`src/radio_signal_pkg.sv`:
```
`default_nettype none

package radio_signal_pkg;

    typedef struct packed {
        logic        overflow;
        logic [15:0] data;
    } adc_sample_t;

    typedef logic [15:0] buf_addr_t;

    typedef struct packed {
        logic      busy;
        buf_addr_t wr_addr;
    } cap_status_t;

    localparam int LED_DUTY_WIDTH = 12;

    typedef struct packed {
        logic                      enable;
        logic [LED_DUTY_WIDTH-1:0] red_duty;
        logic [LED_DUTY_WIDTH-1:0] green_duty;
        logic [LED_DUTY_WIDTH-1:0] blue_duty;
    } led_cfg_t;

    localparam int IRQ_COUNT = 8;

    typedef logic [IRQ_COUNT-1:0] irq_vec_t;

    // Set and clear are single-cycle requests
    typedef struct packed {
        irq_vec_t mask0;    // Drives smc_irq_n
        irq_vec_t mask1;    // Drives dsp_irq_n
        irq_vec_t set_req;
        irq_vec_t clr_req;
    } irq_cfg_t;

endpackage

`default_nettype wire

```
`src/led_pwm.sv`:
```
`timescale 1ns/1ps
`default_nettype none

module led_pwm
    import radio_signal_pkg::*;
#(
    parameter int LED_PWM_WIDTH = 12
)
(
    input  wire           led_clk,
    input  wire           adc_dpram_rst,
    input  wire led_cfg_t cfg,
    output logic          red_led,
    output logic          green_led,
    output logic          blue_led
);
    localparam int CHANNELS = 3;

    logic [LED_PWM_WIDTH-1:0] pwm_cnt;
    logic [LED_PWM_WIDTH-1:0] duty [CHANNELS];
    logic [CHANNELS-1:0]      led_q;

    // Modules use the low bits of the duty fields
    assign duty[0] = cfg.red_duty[LED_PWM_WIDTH-1:0];
    assign duty[1] = cfg.green_duty[LED_PWM_WIDTH-1:0];
    assign duty[2] = cfg.blue_duty[LED_PWM_WIDTH-1:0];

    always_ff @(posedge led_clk)
    begin
        if (adc_dpram_rst || !cfg.enable)
            pwm_cnt <= '0;
        else
            pwm_cnt <= pwm_cnt + 1'b1;
    end

    // High from the cycle after count zero through the cycle where count equals duty
    for (genvar i = 0; i < CHANNELS; i++)
    begin : g_chan
        always_ff @(posedge led_clk)
        begin
            if (adc_dpram_rst || !cfg.enable || duty[i] == '0)
                led_q[i] <= 1'b0;
            else if (pwm_cnt == '0)
                led_q[i] <= 1'b1;
            else if (pwm_cnt == duty[i])
                led_q[i] <= 1'b0;
        end
    end

    assign red_led   = led_q[0];
    assign green_led = led_q[1];
    assign blue_led  = led_q[2];

endmodule

`default_nettype wire

```
`config.mk`:
```
export PLATFORM = sky130hd
export DESIGN_NAME = led_pwm
export DESIGN_NICKNAME = d
export VERILOG_FILES = /design/src/radio_signal_pkg.sv /design/src/led_pwm.sv
export SDC_FILE = /design/constraint.sdc
export NUM_CORES = 1
export LEC_CHECK = 0
export BUFFER_PORTS_ARGS = -buffer_cell sky130_fd_sc_hd__buf_2
export CORE_UTILIZATION = 35
export CTS_BUF_LIST = sky130_fd_sc_hd__clkbuf_2
export DETAILED_ROUTE_END_ITERATION = 10
export PLACE_DENSITY = 0.65
export SETUP_SLACK_MARGIN = 0.1
export SYNTH_ARGS = -nofsm -noshare
export SYNTH_HDL_FRONTEND = slang
export SYNTH_SLANG_ARGS = --single-unit
```
`constraint.sdc`:
```
create_clock -name led_clk -period 2.2 [get_ports led_clk]
set_clock_uncertainty 0.15 [all_clocks]
set_input_delay 0.33 -clock led_clk [delete_from_list [all_inputs] [get_ports led_clk]]
set_output_delay 0.33 -clock led_clk [all_outputs]
set_load 0.005 [all_outputs]
```
* Word-level counts from Yosys, hierarchy flattened *
Index checks and enable logic that the tools add are counted.

storage, ports and cells
  input bits = 39
  word-level logic and storage cells = 26
  bits in registers = 15
  output and inout port bits = 3

cells by class
  reductions and logical operators = 12
  eq/ne operators = 3
  add/subtract/negate cells = 1
  mux-type cells = 6

operators by type and width
  operator               count
  $logic_not 12->1       4
  $eq 12x12->1           3
  $add 12x1->12 const B  1
  $mux 1                 6
  $reduce_bool 2->1      3
  $logic_or 1x1->1       4
  $logic_not 1->1        1

* Depth between registers and ports, before layout *
Gate-level depths: netlist of run 1.

  depth in word-level cells = 3
  mapped depth = 6
  depth with buffers taken out = 5

* Worst setup path before layout of run 1 *
Ideal clock, no wire load.

  path type = register -> register
  start point = register pwm_cnt[0]
  end point = register led_q[2] (netlist: blue_led)
  data required time = 1,980 ps
  library setup time = 70 ps
  arrival = 1,086 ps
  stages on the path, launching flop included = 7
  slack = 894 ps
  path buffers = 1
  clock period less this slack = 1,306 ps
  path through = dfxtp_1 buf_2 inv_1 ha_1 nor4b_1 nand3_1 a21oi_1

on the way
  word-level cells in the longest chain between the ends = 2

RTL lines
  element                                                              RTL line                      RTL
  start: declaration                                                   led_pwm.sv:19                 logic [LED_PWM_WIDTH-1:0] pwm_cnt;
  start signal: assignment                                             led_pwm.sv:33                 pwm_cnt <= pwm_cnt + 1'b1;
  $eq 12x12->1 / $logic_not 12->1 (equally long branches)              led_pwm.sv:45, led_pwm.sv:43
  $reduce_bool 2->1 (no source line) / $mux 1 (equally long branches)  n/a
  end signal: indexed assignment                                       led_pwm.sv:42                 led_q[i] <= 1'b0;
  end signal: indexed assignment                                       led_pwm.sv:44                 led_q[i] <= 1'b1;
  end signal: indexed assignment                                       led_pwm.sv:46                 led_q[i] <= 1'b0;
  end: declaration                                                     led_pwm.sv:21                 logic [CHANNELS-1:0] led_q;

Parallel ways exist; a longest one is shown, timed or not.
A chain may end at the register's enable or synchronous reset.

* Worst setup path in the final report of run 1 *
  start point = register pwm_cnt[0]
  end point = register pwm_cnt[8]

on the way
  word-level cells in the longest chain between the ends = 1

RTL lines
  element        RTL line
  $add 12x1->12  led_pwm.sv:33

No other way between the ends.

==> results.md, run 1 <==
Status:
- The flow ran to the end, and the final reports show no timing, DRC or antenna violations.

Detailed routing:
- For this block, the initial DRC count from the detailed router was 30.
- The detailed-routing iteration count for the pre-antenna-repair pass is 4.
- Dividing the detail-routed wire length by the instance count gives 13.84 µm.
- For this block, the via count after detailed routing is 1,105.
- The remaining routing DRC violations is 0.
- The residual antenna-violating net count after detailed routing is 0.
- After detailed routing, the total wire length is 2990 µm.
- Dividing the detail-routed via count by the number of cells gives 5.116.

Timing:
- The final clock period utilization by the worst path is 0.7599.
- The total count of max-transition violations in the final report is 0.
- Setup repair after global routing left no endpoint under its margin.
- Static timing analysis puts the maximum clock frequency at 598.2 MHz.
- The hold violation total from the final report is 0.
- For the pin with the worst max-slew slack, the measured transition is 0.6264 ns.
- Setup violations remaining at the end of the flow were counted as 0.
- The tightest slew margin relative to the limit is 0.5824.
- The clock period could shrink to 1.672 ns.
- Summed over all failing endpoints, the final setup total negative slack is 0 ns.

Global route:
- The aggregate global routing overflow is 0.
- The via count of the first global-routing pass is 1,126.
- Entering global routing, the biggest net connects 16 pins.
- For this run, the total global-route usage over all layers was measured as 0.1813.
- The initial antenna violation count was 0.
- The wire length of the first global-routing pass is 4830 µm.

Cells and area:
- In the layout the commonest cells are 41 x sky130_fd_sc_hd__xnor2_1, 41 x sky130_fd_sc_hd__buf_2, 15 x sky130_fd_sc_hd__dfxtp_1, 10 x sky130_fd_sc_hd__nor4_1.
- The synthesis-to-layout area growth is 16.90%.
- The fraction of final layout cells with drive strength greater than 1 is 0.2965.
- The number of nets in the finished design is 214.
- The total inserted antenna cells is 0.
- The filler cells instantiated in the layout total 335.
- Measured on the finished design, the core utilization comes to 0.4400.

Synth:
- The most used flip-flop cell after synthesis is sky130_fd_sc_hd__dfxtp_1.
- The yosys synthesis warning count is 0.
- The post-synthesis net count is 181.
- The post-synth design cell area is 1177 µm².
- The share of synthesized registers carrying an async set or reset is 0.
- The share of the Yosys chip area taken by registers is 0.2550.
- The post-synthesis instance total is 140.
- The synthesized area divided by synthesized cell count is 8.410 µm².
- The number of synthesized flops with an enable pin is 0.
- The post-synthesis cell type count is 26.
- Counting flops and latches in the post-synthesis netlist gives 15.

Critical path:
- The launch instance of the worst register-to-register path is pwm_cnt[0].
- At the worst endpoint, the arrival time is 1.71 ns.
- Measured in cells, the most critical reg-to-reg path has a length of 5.
- The kind of critical path is flop to flop.
- The endpoint identified for the worst register-to-register timing path is pwm_cnt[8].
- The worst setup path is captured at a flop.
- Along the worst path, the maximum fanout reaches 7.
- STA puts the critical path data required time at 2.24 ns.
- The type of origin of the critical path is a flop.
- The setup slack on the worst flop-to-flop path is 0.53 ns.

CTS:
- The clock insertion delay at the later pin of the skew report is 0.30 ns.
- Post-CTS repair changed the size of 0 cells.
- TritonCTS built the clock tree.
- The maximum level of the CTS H-tree is 1.
- Clock-pin slew was measured on the worst setup and hold paths at 0.17 ns.
- The maximum count of clock buffers along a single path is 2.
- Clock tree synthesis selected as its root buffer the cell sky130_fd_sc_hd__clkbuf_2.
- The number of buffers created by CTS is 3.
- The number of sinks on the clock net is 15.
- The total setup buffers inserted after CTS is 0.
- After clock tree synthesis, the flow added hold-fix buffers numbering 0.

Run:
- Across the run, the number of max-cap violations was 0.

Pwr:
- For this design the static power due to leakage is 0.4640 nW.
- The total power divided by cell area is 389.8 nW/µm².
- The worst-case IR drop observed on VDD is 148.8 µV.

Worst hold path:
- The number of instances on the worst hold path is 5.
- The endpoint of the worst hold-timing path is blue_led.
- The kind of path behind the tightest hold check is input port to flop.
- The startpoint of the most critical hold path is cfg[4].

Die:
- 42 I/O pins were placed.
- The die span in x is 60 µm.
- The die covers 3600 µm².
- The starting density of the core is 0.3764.
- The y dimension of the die is 60 µm.
- The number of core rows is 20.
- The area of the core is 3128 µm².

Placement:
- The count of buffers added on input and output ports is 41.
- The detailed placer's ending HPWL is 2348 µm.
- Routability-driven placement finished with a final weighted congestion of 0.8544.
==> metrics by stage <==
stage / setup WS (ns) / area [µm²] / hold WS (ns) / power [mW] / instances
2_1_floorplan: 0.8938 / 1177 / 0.3095 / 0.3445 / 140
3_3_place_gp: 0.6458 / 1356 / 0.3074 / 0.4035 / 212
3_5_place_dp: 0.5306 / 1356 / 0.3100 / 0.4045 / 212
4_1_cts: 0.5195 / 1376 / 0.3167 / 0.5432 / 216
5_1_grt: 0.3951 / 1376 / 0.3394 / 0.5647 / 216
6_report: 0.5282 / 1376 / 0.3183 / 0.5365 / 216
==> worst max-delay path, cell delays in order (launching register included) <==
cell                      delay (ns)
sky130_fd_sc_hd__dfxtp_1        0.55
sky130_fd_sc_hd__ha_1           0.27
sky130_fd_sc_hd__nand2_1        0.12
sky130_fd_sc_hd__nor3_1         0.29
sky130_fd_sc_hd__xnor2_1        0.15
sky130_fd_sc_hd__nor2_1         0.05
==> synthesized netlist by cell type, types with 2 or more instances <==
| library cell | number | area, µm² |
|---|---|---|
| sky130_fd_sc_hd__a21oi_1 | 6 | 30.03 |
| sky130_fd_sc_hd__a31o_2 | 3 | 26.28 |
| sky130_fd_sc_hd__buf_2 | 7 | 35.03 |
| sky130_fd_sc_hd__buf_4 | 2 | 15.01 |
| sky130_fd_sc_hd__buf_6 | 2 | 22.52 |
| sky130_fd_sc_hd__dfxtp_1 | 15 | 300.3 |
| sky130_fd_sc_hd__ha_1 | 2 | 25.02 |
| sky130_fd_sc_hd__inv_1 | 5 | 18.77 |
| sky130_fd_sc_hd__nand2_1 | 3 | 11.26 |
| sky130_fd_sc_hd__nand3_1 | 4 | 20.02 |
| sky130_fd_sc_hd__nand4_1 | 9 | 56.30 |
| sky130_fd_sc_hd__nor2_1 | 9 | 33.78 |
| sky130_fd_sc_hd__nor3_1 | 4 | 20.02 |
| sky130_fd_sc_hd__nor4_1 | 10 | 62.56 |
| sky130_fd_sc_hd__o21ai_0 | 3 | 15.01 |
| sky130_fd_sc_hd__o31ai_1 | 3 | 22.52 |
| sky130_fd_sc_hd__or3_1 | 3 | 18.77 |
| sky130_fd_sc_hd__xnor2_1 | 41 | 359.1 |
| sky130_fd_sc_hd__xor2_1 | 2 | 17.52 |
==> worst max-delay path by stage <==
stage | cells past startpoint | slack, ns | start | end
after floorplan | 6 | 0.89 | pwm_cnt[0] | blue_led
after global routing | 5 | 0.40 | pwm_cnt[0] | pwm_cnt[8]
after global placement | 5 | 0.65 | pwm_cnt[0] | pwm_cnt[10]
final | 5 | 0.53 | pwm_cnt[0] | pwm_cnt[8]
after CTS | 5 | 0.52 | pwm_cnt[0] | pwm_cnt[8]
after detailed placement | 5 | 0.53 | pwm_cnt[0] | pwm_cnt[8]
==> logic make-up (layout without fill, tap and decap cells) <==
group	after synthesis	count (layout)	synth area share
AOI/OAI and AO/OA	15	15	0.07970
and+or+nand+nor	47	47	0.2391
DFF	15	15	0.2550
xor gates and xnor gates	43	43	0.3199
adders and majority gates	2	2	0.02125
buffers and inverters	18	50	0.08500
==> area by class of cell <==
| type | instances | area (µm²) | share of cell area |
|---|---|---|---|
| clock inverter | 1 | 5.005 | 0.003636 |
| tap | 44 | 55.05 | 0.04000 |
| multi-input combinational | 107 | 777.0 | 0.5645 |
| clock buffer | 3 | 15.01 | 0.01091 |
| timing repair buffer | 41 | 205.2 | 0.1491 |
| sequential | 15 | 300.3 | 0.2182 |
| inverter | 5 | 18.77 | 0.01364 |
==> state kept, by name (all words and copies together) (netlist names) <==
name,cells
red_led,1
blue_led,1
pwm_cnt,12
green_led,1
==> routing by layer <==
layer  global-route usage  wire [µm]  part of all wire  vias up
met2               0.3095       1370              0.46       50
li1                     -          -                 -      550
met4              0.08638         58             0.019        0
met3              0.03463        198             0.066        8
met5                    0          0                 0        -
met1               0.2168       1363              0.46      497
==> power breakdown <==
part	total [mW]	internal, mW	switching, mW
combinational	0.115	0.0626	0.0523
sequential	0.284	0.277	0.00638
clock	0.138	0.0411	0.0969
Power figures use the tool's default switching activity.
==> inputs of run 2 (changes only) <==
clock period = 1.72 ns   (was 2.2 ns; I/O delays follow)
==> run 2 against run 1 <==
Against the previous run:
- critical path depth is 1 lower
- highest routed layer is now met3
- largest cell class unchanged
- total power up 29%
- clock power is 29% higher
==> results.md, run 2 (synthesized netlist as in run 1, its figures left out) <==
Critical path:
- STA puts the critical path data required time at 1.77 ns.
- The number of cells on the worst reg-to-reg path is 4.
- Together, buffers and inverters on the worst path number 0.
- The startpoint identified for the worst register-to-register timing path is pwm_cnt[5].
- The category of cells accounting for the largest share of critical-path delay is flip-flops.
- Walking the worst path, the cells encountered are nand4_4 > nor4_2 > xnor2_1 > nor2_1.
- Data arrives at the worst endpoint at 1.61 ns.
- The critical-path cell with the highest stage delay is sky130_fd_sc_hd__dfxtp_1.
- The worst setup path is captured at a flop.
- In this run the critical register-to-register path is captured at pwm_cnt[11].
- The kind of critical path is flop to flop.
- The type of origin of the critical path is a flop.
- In this run the worst path has a maximum fanout of 8.
- The delay of the slowest cell on the worst path is 0.61 ns.
- The worst register-to-register path has a setup slack of 0.16 ns.

CTS:
- The number of sinks on the clock net is 15.
- The clock passes through at most 2 buffers.
- The clock reaches the later pin of the worst-skew pair after 0.29 ns.
- TritonCTS built the clock tree.
- The maximum level of the CTS H-tree is 1.
- The clock-pin transition on the worst setup and hold timing paths is 0.15 ns.
- The cell sitting at the root of the clock tree is a sky130_fd_sc_hd__clkbuf_2.
- In this run, post-CTS hold repair placed 0 buffers.
- The number of buffers created by CTS is 3.

Detailed routing:
- The post-detailed-routing wire length is 3125 µm.
- The detailed-routing iteration count for the pre-antenna-repair pass is 4.
- After detailed routing, the number of remaining DRC violations is 0.
- The detailed router placed 1,109 vias in this run.
- Once detail routing completed, the nets flagged for antenna violations numbered 0.
- The violation count after the first detailed-routing iteration is 52.
- The average wire length per cell after detail routing is 14.27 µm.
- The routed via count divided by cell count is 5.064.

Cells and area:
- pwm_cnt holds more flip-flops than any other register.
- The register with the most flip-flops in the layout has 12 of them.
- The area taken by multi-input logic gates is 777.0 µm².
- For this run, the post-layout net count is 217.
- The filler cells instantiated in the layout total 329.
- The fraction of final layout cells with drive strength greater than 1 is 0.3257.
- The total inserted antenna cells is 0.
- Leaving out fill and tap cells, the most frequent cells in the layout are 41 x sky130_fd_sc_hd__xnor2_1, 41 x sky130_fd_sc_hd__buf_2, 12 x sky130_fd_sc_hd__dfxtp_1, 10 x sky130_fd_sc_hd__nor4_1.
- Compared with the post-synthesis result, the final layout area differs by 19.13%.
- Summing all flip-flop and latch instances after layout gives 304.0 µm².
- After routing the design area is 1403 µm².

Die:
- The die span in x is 60 µm.
- The core region is 3128 µm².
- The starting density of the core is 0.3764.
- During I/O placement, the number of pins put on the boundary was 42.
- The die covers 3600 µm².
- The y dimension of the die is 60 µm.
- The floorplan has 20 rows.

Pwr:
- The portion of total power attributed to the clock network is 0.256.
- The highest ir drop seen on vdd is 281.1 µV.
- The analysis attributes to cell leakage a power of 0.4809 nW.
- The total power divided by cell area is 494.3 nW/µm².
- Of the total power, registers draw 0.519.
- The switching power as a share of total power is 0.2787.
- Internal power comes to 0.5001 mW.
- Summing internal, switching and leakage power gives 0.6934 mW.
- The part of the total power dissipated in combinational logic is 0.225.
- The switching power is 0.1933 mW.

Worst hold path:
- Counting instances, the worst hold path has a depth of 3.
- In this run the worst hold path is classified as input port to flop.
- For hold timing, the worst endpoint is pwm_cnt[6].
- The worst hold path begins at cfg[36].

Timing:
- The worst pin sits at a relative slew slack of 0.7105.
- The summed negative setup slack over all endpoints is 0 ns.
- The final clock period utilization by the worst path is 0.9087.
- Setup repair after global routing left no endpoint under its margin.
- The total count of max-transition violations in the final report is 0.
- Hold is met by 0.2459 ns.
- At the pin with the least slew margin, the transition time is 0.4337 ns.
- The highest clock frequency the design can meet is 639.8 MHz.
- The minimum period implied by the final worst setup slack is 1.563 ns.
- The hold violation total from the final report is 0.
- The count of final setup violators is 0.

Global route:
- In the global route stage, overall resource usage came out at 0.1860.
- The initial antenna violation count was 0.
- After global routing the overflow that remains totals 0.
- The wire length of the first global-routing pass is 4933 µm.
- The via count of the first global-routing pass is 1,127.
- Entering global routing, the biggest net connects 12 pins.

Placement:
- Summing all placed instances gives a cell area of 1379 µm².
- At the end of routability-driven placement, the weighted congestion stood at 0.8160.
- The wire-length estimate of the detail-placed layout is 2471 µm.
- The count of buffers added on input and output ports is 41.

Run:
- The max-capacitance violation count is 0.

Status:
- The flow ran to the end, and the final reports show no timing, DRC or antenna violations.
[run 2: changes by cell type in the layout (fill, tap and decap cells not counted), sizes merged]
cell / change
buf: +3
clkbuf: +1
clkinv: -1
[run 2: worst max path at each step]
stage,from,endpoint,depth (start not counted)
4_1_cts,pwm_cnt[3],pwm_cnt[11],4
2_1_floorplan,pwm_cnt[0],blue_led,6
6_report,pwm_cnt[5],pwm_cnt[11],4
3_3_place_gp,pwm_cnt[3],pwm_cnt[11],4
3_5_place_dp,pwm_cnt[3],pwm_cnt[11],4
5_1_grt,pwm_cnt[6],pwm_cnt[11],4
[run 2: layout make-up]
cell class / count / area share
Sequential cell: 15 / 0.2168
Timing Repair Buffer: 44 / 0.1624
Multi-Input combinational cell: 107 / 0.5540
Clock buffer: 4 / 0.01427
Inverter: 5 / 0.01338
Tap cell: 44 / 0.03925
[run 2: power by group through the flow]
stage / clock network [mW] / registers [mW] / logic [mW]
2_1_floorplan: 0 / 0.365 / 0.0753
4_1_cts: 0.181 / 0.360 / 0.157
5_1_grt: 0.195 / 0.361 / 0.172
6_report: 0.178 / 0.360 / 0.156
3_5_place_dp: 0 / 0.368 / 0.156
3_3_place_gp: 0 / 0.367 / 0.153
[run 2: what timing repair did]
action,4_1_cts,5_1_grt
gates resized for setup,0,3
setup endpoints to repair,0,5
setup buffers,0,0
[run 2: per-stage QoR]
step / util / instances / setup slack, ns
6_report: 0.4484 / 219 / 0.1571
3_5_place_dp: 0.4408 / 215 / 0.1313
2_1_floorplan: - / 140 / 0.4138
4_1_cts: 0.4472 / 219 / 0.1148
3_3_place_gp: 0.4408 / 215 / 0.1519
5_1_grt: 0.4484 / 219 / 0.1004
[run 2: per-layer routing]
| layer | up-vias | share of wire | GRT usage |
|---|---|---|---|
| met1 | 506 | 0.46 | 0.2174 |
| met3 | 0 | 0.067 | 0.04978 |
| met4 | 0 | 0 | 0.03987 |
| met5 | - | 0 | 0 |
| li1 | 555 | - | - |
| met2 | 48 | 0.47 | 0.3365 |
[run 2: worst min-delay path, cell delays in order]
cell and delay, ns:
sky130_fd_sc_hd__buf_2 0.09, sky130_fd_sc_hd__nand2b_1 0.24, sky130_fd_sc_hd__a21oi_1 0.06
==> inputs of run 3 (changes only) <==
REMOVE_ABC_BUFFERS = 1   (was not set)
==> run 3 against run 2 <==
Against the previous run:
- fmax grew 4.9%
- clock power hardly changed
- non-clock buffer count is the same
- critical endpoint unchanged
- sequential cell count unchanged
- final cell count did not move
- combinational power barely moved
==> results.md, run 3 (synthesized netlist as in run 1, its figures left out) <==
Critical path:
- The largest single stage delay on the critical path is 0.56 ns.
- The launch instance of the worst register-to-register path is pwm_cnt[6].
- The peak fanout along the critical path is 7.
- On the critical path the largest part of the delay comes from flip-flops.
- Walking the worst path, the cells encountered are nand4_4 > nor4_2 > xnor2_1 > nor2_1.
- Across all register-to-register paths, the minimum setup slack is 0.23 ns.
- The number of cell instances on the worst register-to-register path is 4.
- Together, buffers and inverters on the worst path number 0.
- STA classifies the critical path endpoint as a flop.
- Among all stages on the critical path, the largest delay is contributed by sky130_fd_sc_hd__dfxtp_1.
- The end of the worst register-to-register path is pwm_cnt[11].
- The type of origin of the critical path is a flop.
- The kind of critical path is flop to flop.
- Data on the critical path is required at its endpoint by 1.78 ns.
- The arrival time reported for the critical path endpoint is 1.55 ns.

Cells and area:
- Once layout is done, the placed cells without fillers occupy 1404 µm².
- From synthesis to final layout, the design area changed by 19.24%.
- The library cells used most frequently in the layout, excluding fill and tap cells, are 41 x sky130_fd_sc_hd__xnor2_1, 41 x sky130_fd_sc_hd__buf_2, 11 x sky130_fd_sc_hd__dfxtp_1, 10 x sky130_fd_sc_hd__nor4_1.
- After the last flow step, the layout net total stands at 217.
- The largest register by flop count is pwm_cnt.
- The fraction of final layout cells with drive strength greater than 1 is 0.3314.
- The repair_antennas step left the layout with diodes totalling 0.
- The register with the most flip-flops in the layout has 12 of them.

Detailed routing:
- After detailed routing, the number of remaining DRC violations is 0.
- The pre-antenna-repair detailed-routing pass consisted of 4 iterations.
- The post-detailed-routing wire length is 3085 µm.
- The total via count after detailed routing is 1,105.
- The residual antenna-violating net count after detailed routing is 0.
- The violation count after the first detailed-routing iteration is 40.
- The routed via count divided by cell count is 5.046.
- The average wire length per cell after detail routing is 14.09 µm.

Worst hold path:
- The number of instances on the worst hold path is 5.
- The startpoint of the most critical hold path is cfg[28].
- The path with the worst hold slack has its endpoint at red_led.
- The kind of path behind the tightest hold check is input port to flop.

Die:
- The y dimension of the die is 60 µm.
- The initial utilization of the core area, before any placement, comes to 0.3764.
- The area of the die is 3600 µm².
- The number of core rows is 20.
- 42 I/O pins were placed.
- The area of the core is 3128 µm².
- The die span in x is 60 µm.

CTS:
- Buffers inserted during clock tree synthesis total 3.
- TritonCTS built the clock tree.
- The buffer cell driving the clock tree root is sky130_fd_sc_hd__clkbuf_2.
- The clock-pin transition on the worst setup and hold timing paths is 0.17 ns.
- After clock tree synthesis, the setup repair step added 0 buffers.
- At the later pin of the worst-skew pair, clock insertion delay measures 0.29 ns.
- Counting along the longest clock path gives a buffer depth of 2.
- In this run the number of H-tree levels came out at 1.
- Clock tree synthesis found a total of 15 sinks.

Timing:
- The minimum period implied by the final worst setup slack is 1.489 ns.
- The count of final setup violators is 0.
- After routing, the total negative slack on setup checks comes to 0 ns.
- The worst pin sits at a relative slew slack of 0.7022.
- For the pin with the worst max-slew slack, the measured transition is 0.4467 ns.
- Derived from the worst setup path, the maximum achievable clock frequency is 671.4 MHz.
- The hold violation total from the final report is 0.
- The total count of max-transition violations in the final report is 0.
- Setup repair after global routing left no endpoint under its margin.
- The final clock period utilization by the worst path is 0.8659.

Global route:
- The largest net degree at the start of global routing is 11.
- The aggregate global routing overflow is 0.
- The initial antenna violation count came to 0.
- The wire length of the first global-routing pass is 4940 µm.
- The via count of the first global-routing pass came to 1,137.
- In the global route stage, overall resource usage came out at 0.1914.

Pwr:
- The portion of total power attributed to the clock network is 0.258.
- The share of total power dissipated in sequential elements is 0.516.
- In this run the static leakage power is 0.4814 nW.
- VDD sags by at most 195.8 µV.
- The part of the total power dissipated in combinational logic is 0.226.
- For this design the ratio of total power to cell area is 495.2 nW/µm².
- Summed over all nets, the switching power comes to 0.1947 mW.
- The internal power contribution is 0.5005 mW.
- Of the total power, the share spent switching nets is 0.2800.

Placement:
- At the end of routability-driven placement, the weighted congestion stood at 0.8758.
- Summed over all nets, the half-perimeter wirelength after detailed placement is 2472 µm.
- The number of buffers added on ports is 41.
- In this run the cell area measured after placement is 1379 µm².

Status:
- The flow ran to the end, and the final reports show no timing, DRC or antenna violations.

Run:
- The max-capacitance violation count is 0.
[run 3: layer usage]
metal / up-vias / track usage / share of wire
li1: 554 / - / -
met1: 511 / 0.2209 / 0.44
met2: 33 / 0.3397 / 0.49
met3: 7 / 0.03247 / 0.051
met4: 0 / 0.08970 / 0.019
met5: - / 0 / 0
[run 3: layout make-up]
class	count	area [µm²]
Timing Repair Buffer	44	227.7
Sequential cell	15	305.3
Multi-Input combinational cell	107	777.0
Clock buffer	4	20.02
Fill cell	324	1724
Tap cell	44	55.05
Inverter	5	18.77
[run 3: worst max path at each step]
| stage | slack (ns) | startpoint | to | cells past startpoint |
|---|---|---|---|---|
| after floorplan | 0.25 | pwm_cnt[0] | pwm_cnt[6] | 4 |
| after global placement | 0.16 | pwm_cnt[4] | pwm_cnt[11] | 4 |
| after detailed placement | 0.12 | pwm_cnt[4] | pwm_cnt[11] | 4 |
| after CTS | 0.12 | pwm_cnt[4] | pwm_cnt[11] | 4 |
| after global routing | 0.13 | pwm_cnt[0] | blue_led | 5 |
| final | 0.23 | pwm_cnt[6] | pwm_cnt[11] | 4 |
[run 3: what timing repair did]
action	4_1_cts	5_1_grt
endpoints found under the setup margin	0	6
hold buffers	0	0
resized for setup	0	4
[run 3: power by group through the flow]
stage / Combinational (mW) / Sequential, mW / Clock (mW)
3_5_place_dp: 0.157 / 0.366 / 0
6_report: 0.157 / 0.359 / 0.179
3_3_place_gp: 0.154 / 0.366 / 0
2_1_floorplan: 0.0692 / 0.369 / 0
5_1_grt: 0.173 / 0.360 / 0.205
4_1_cts: 0.158 / 0.359 / 0.187
[run 3: per-stage QoR]
stage,setup WS [ns],hold slack (ns),power [mW],util,instances
finish,0.2306,0.2480,0.6952,0.4488,219
global route,0.1305,0.2608,0.7371,0.4488,219
CTS,0.1203,0.2404,0.7036,0.4472,219
detailed placement,0.1195,0.3062,0.5236,0.4408,215
global placement,0.1566,0.2946,0.5196,0.4408,215
floorplan,0.2533,0.3099,0.4382,-,127
[run 3: worst register-to-register path: stages, from the launching register on]
cell                      delay [ns]
sky130_fd_sc_hd__dfxtp_1        0.56
sky130_fd_sc_hd__nand4_4        0.17
sky130_fd_sc_hd__nor4_2         0.32
sky130_fd_sc_hd__xnor2_1        0.16
sky130_fd_sc_hd__nor2_1         0.05
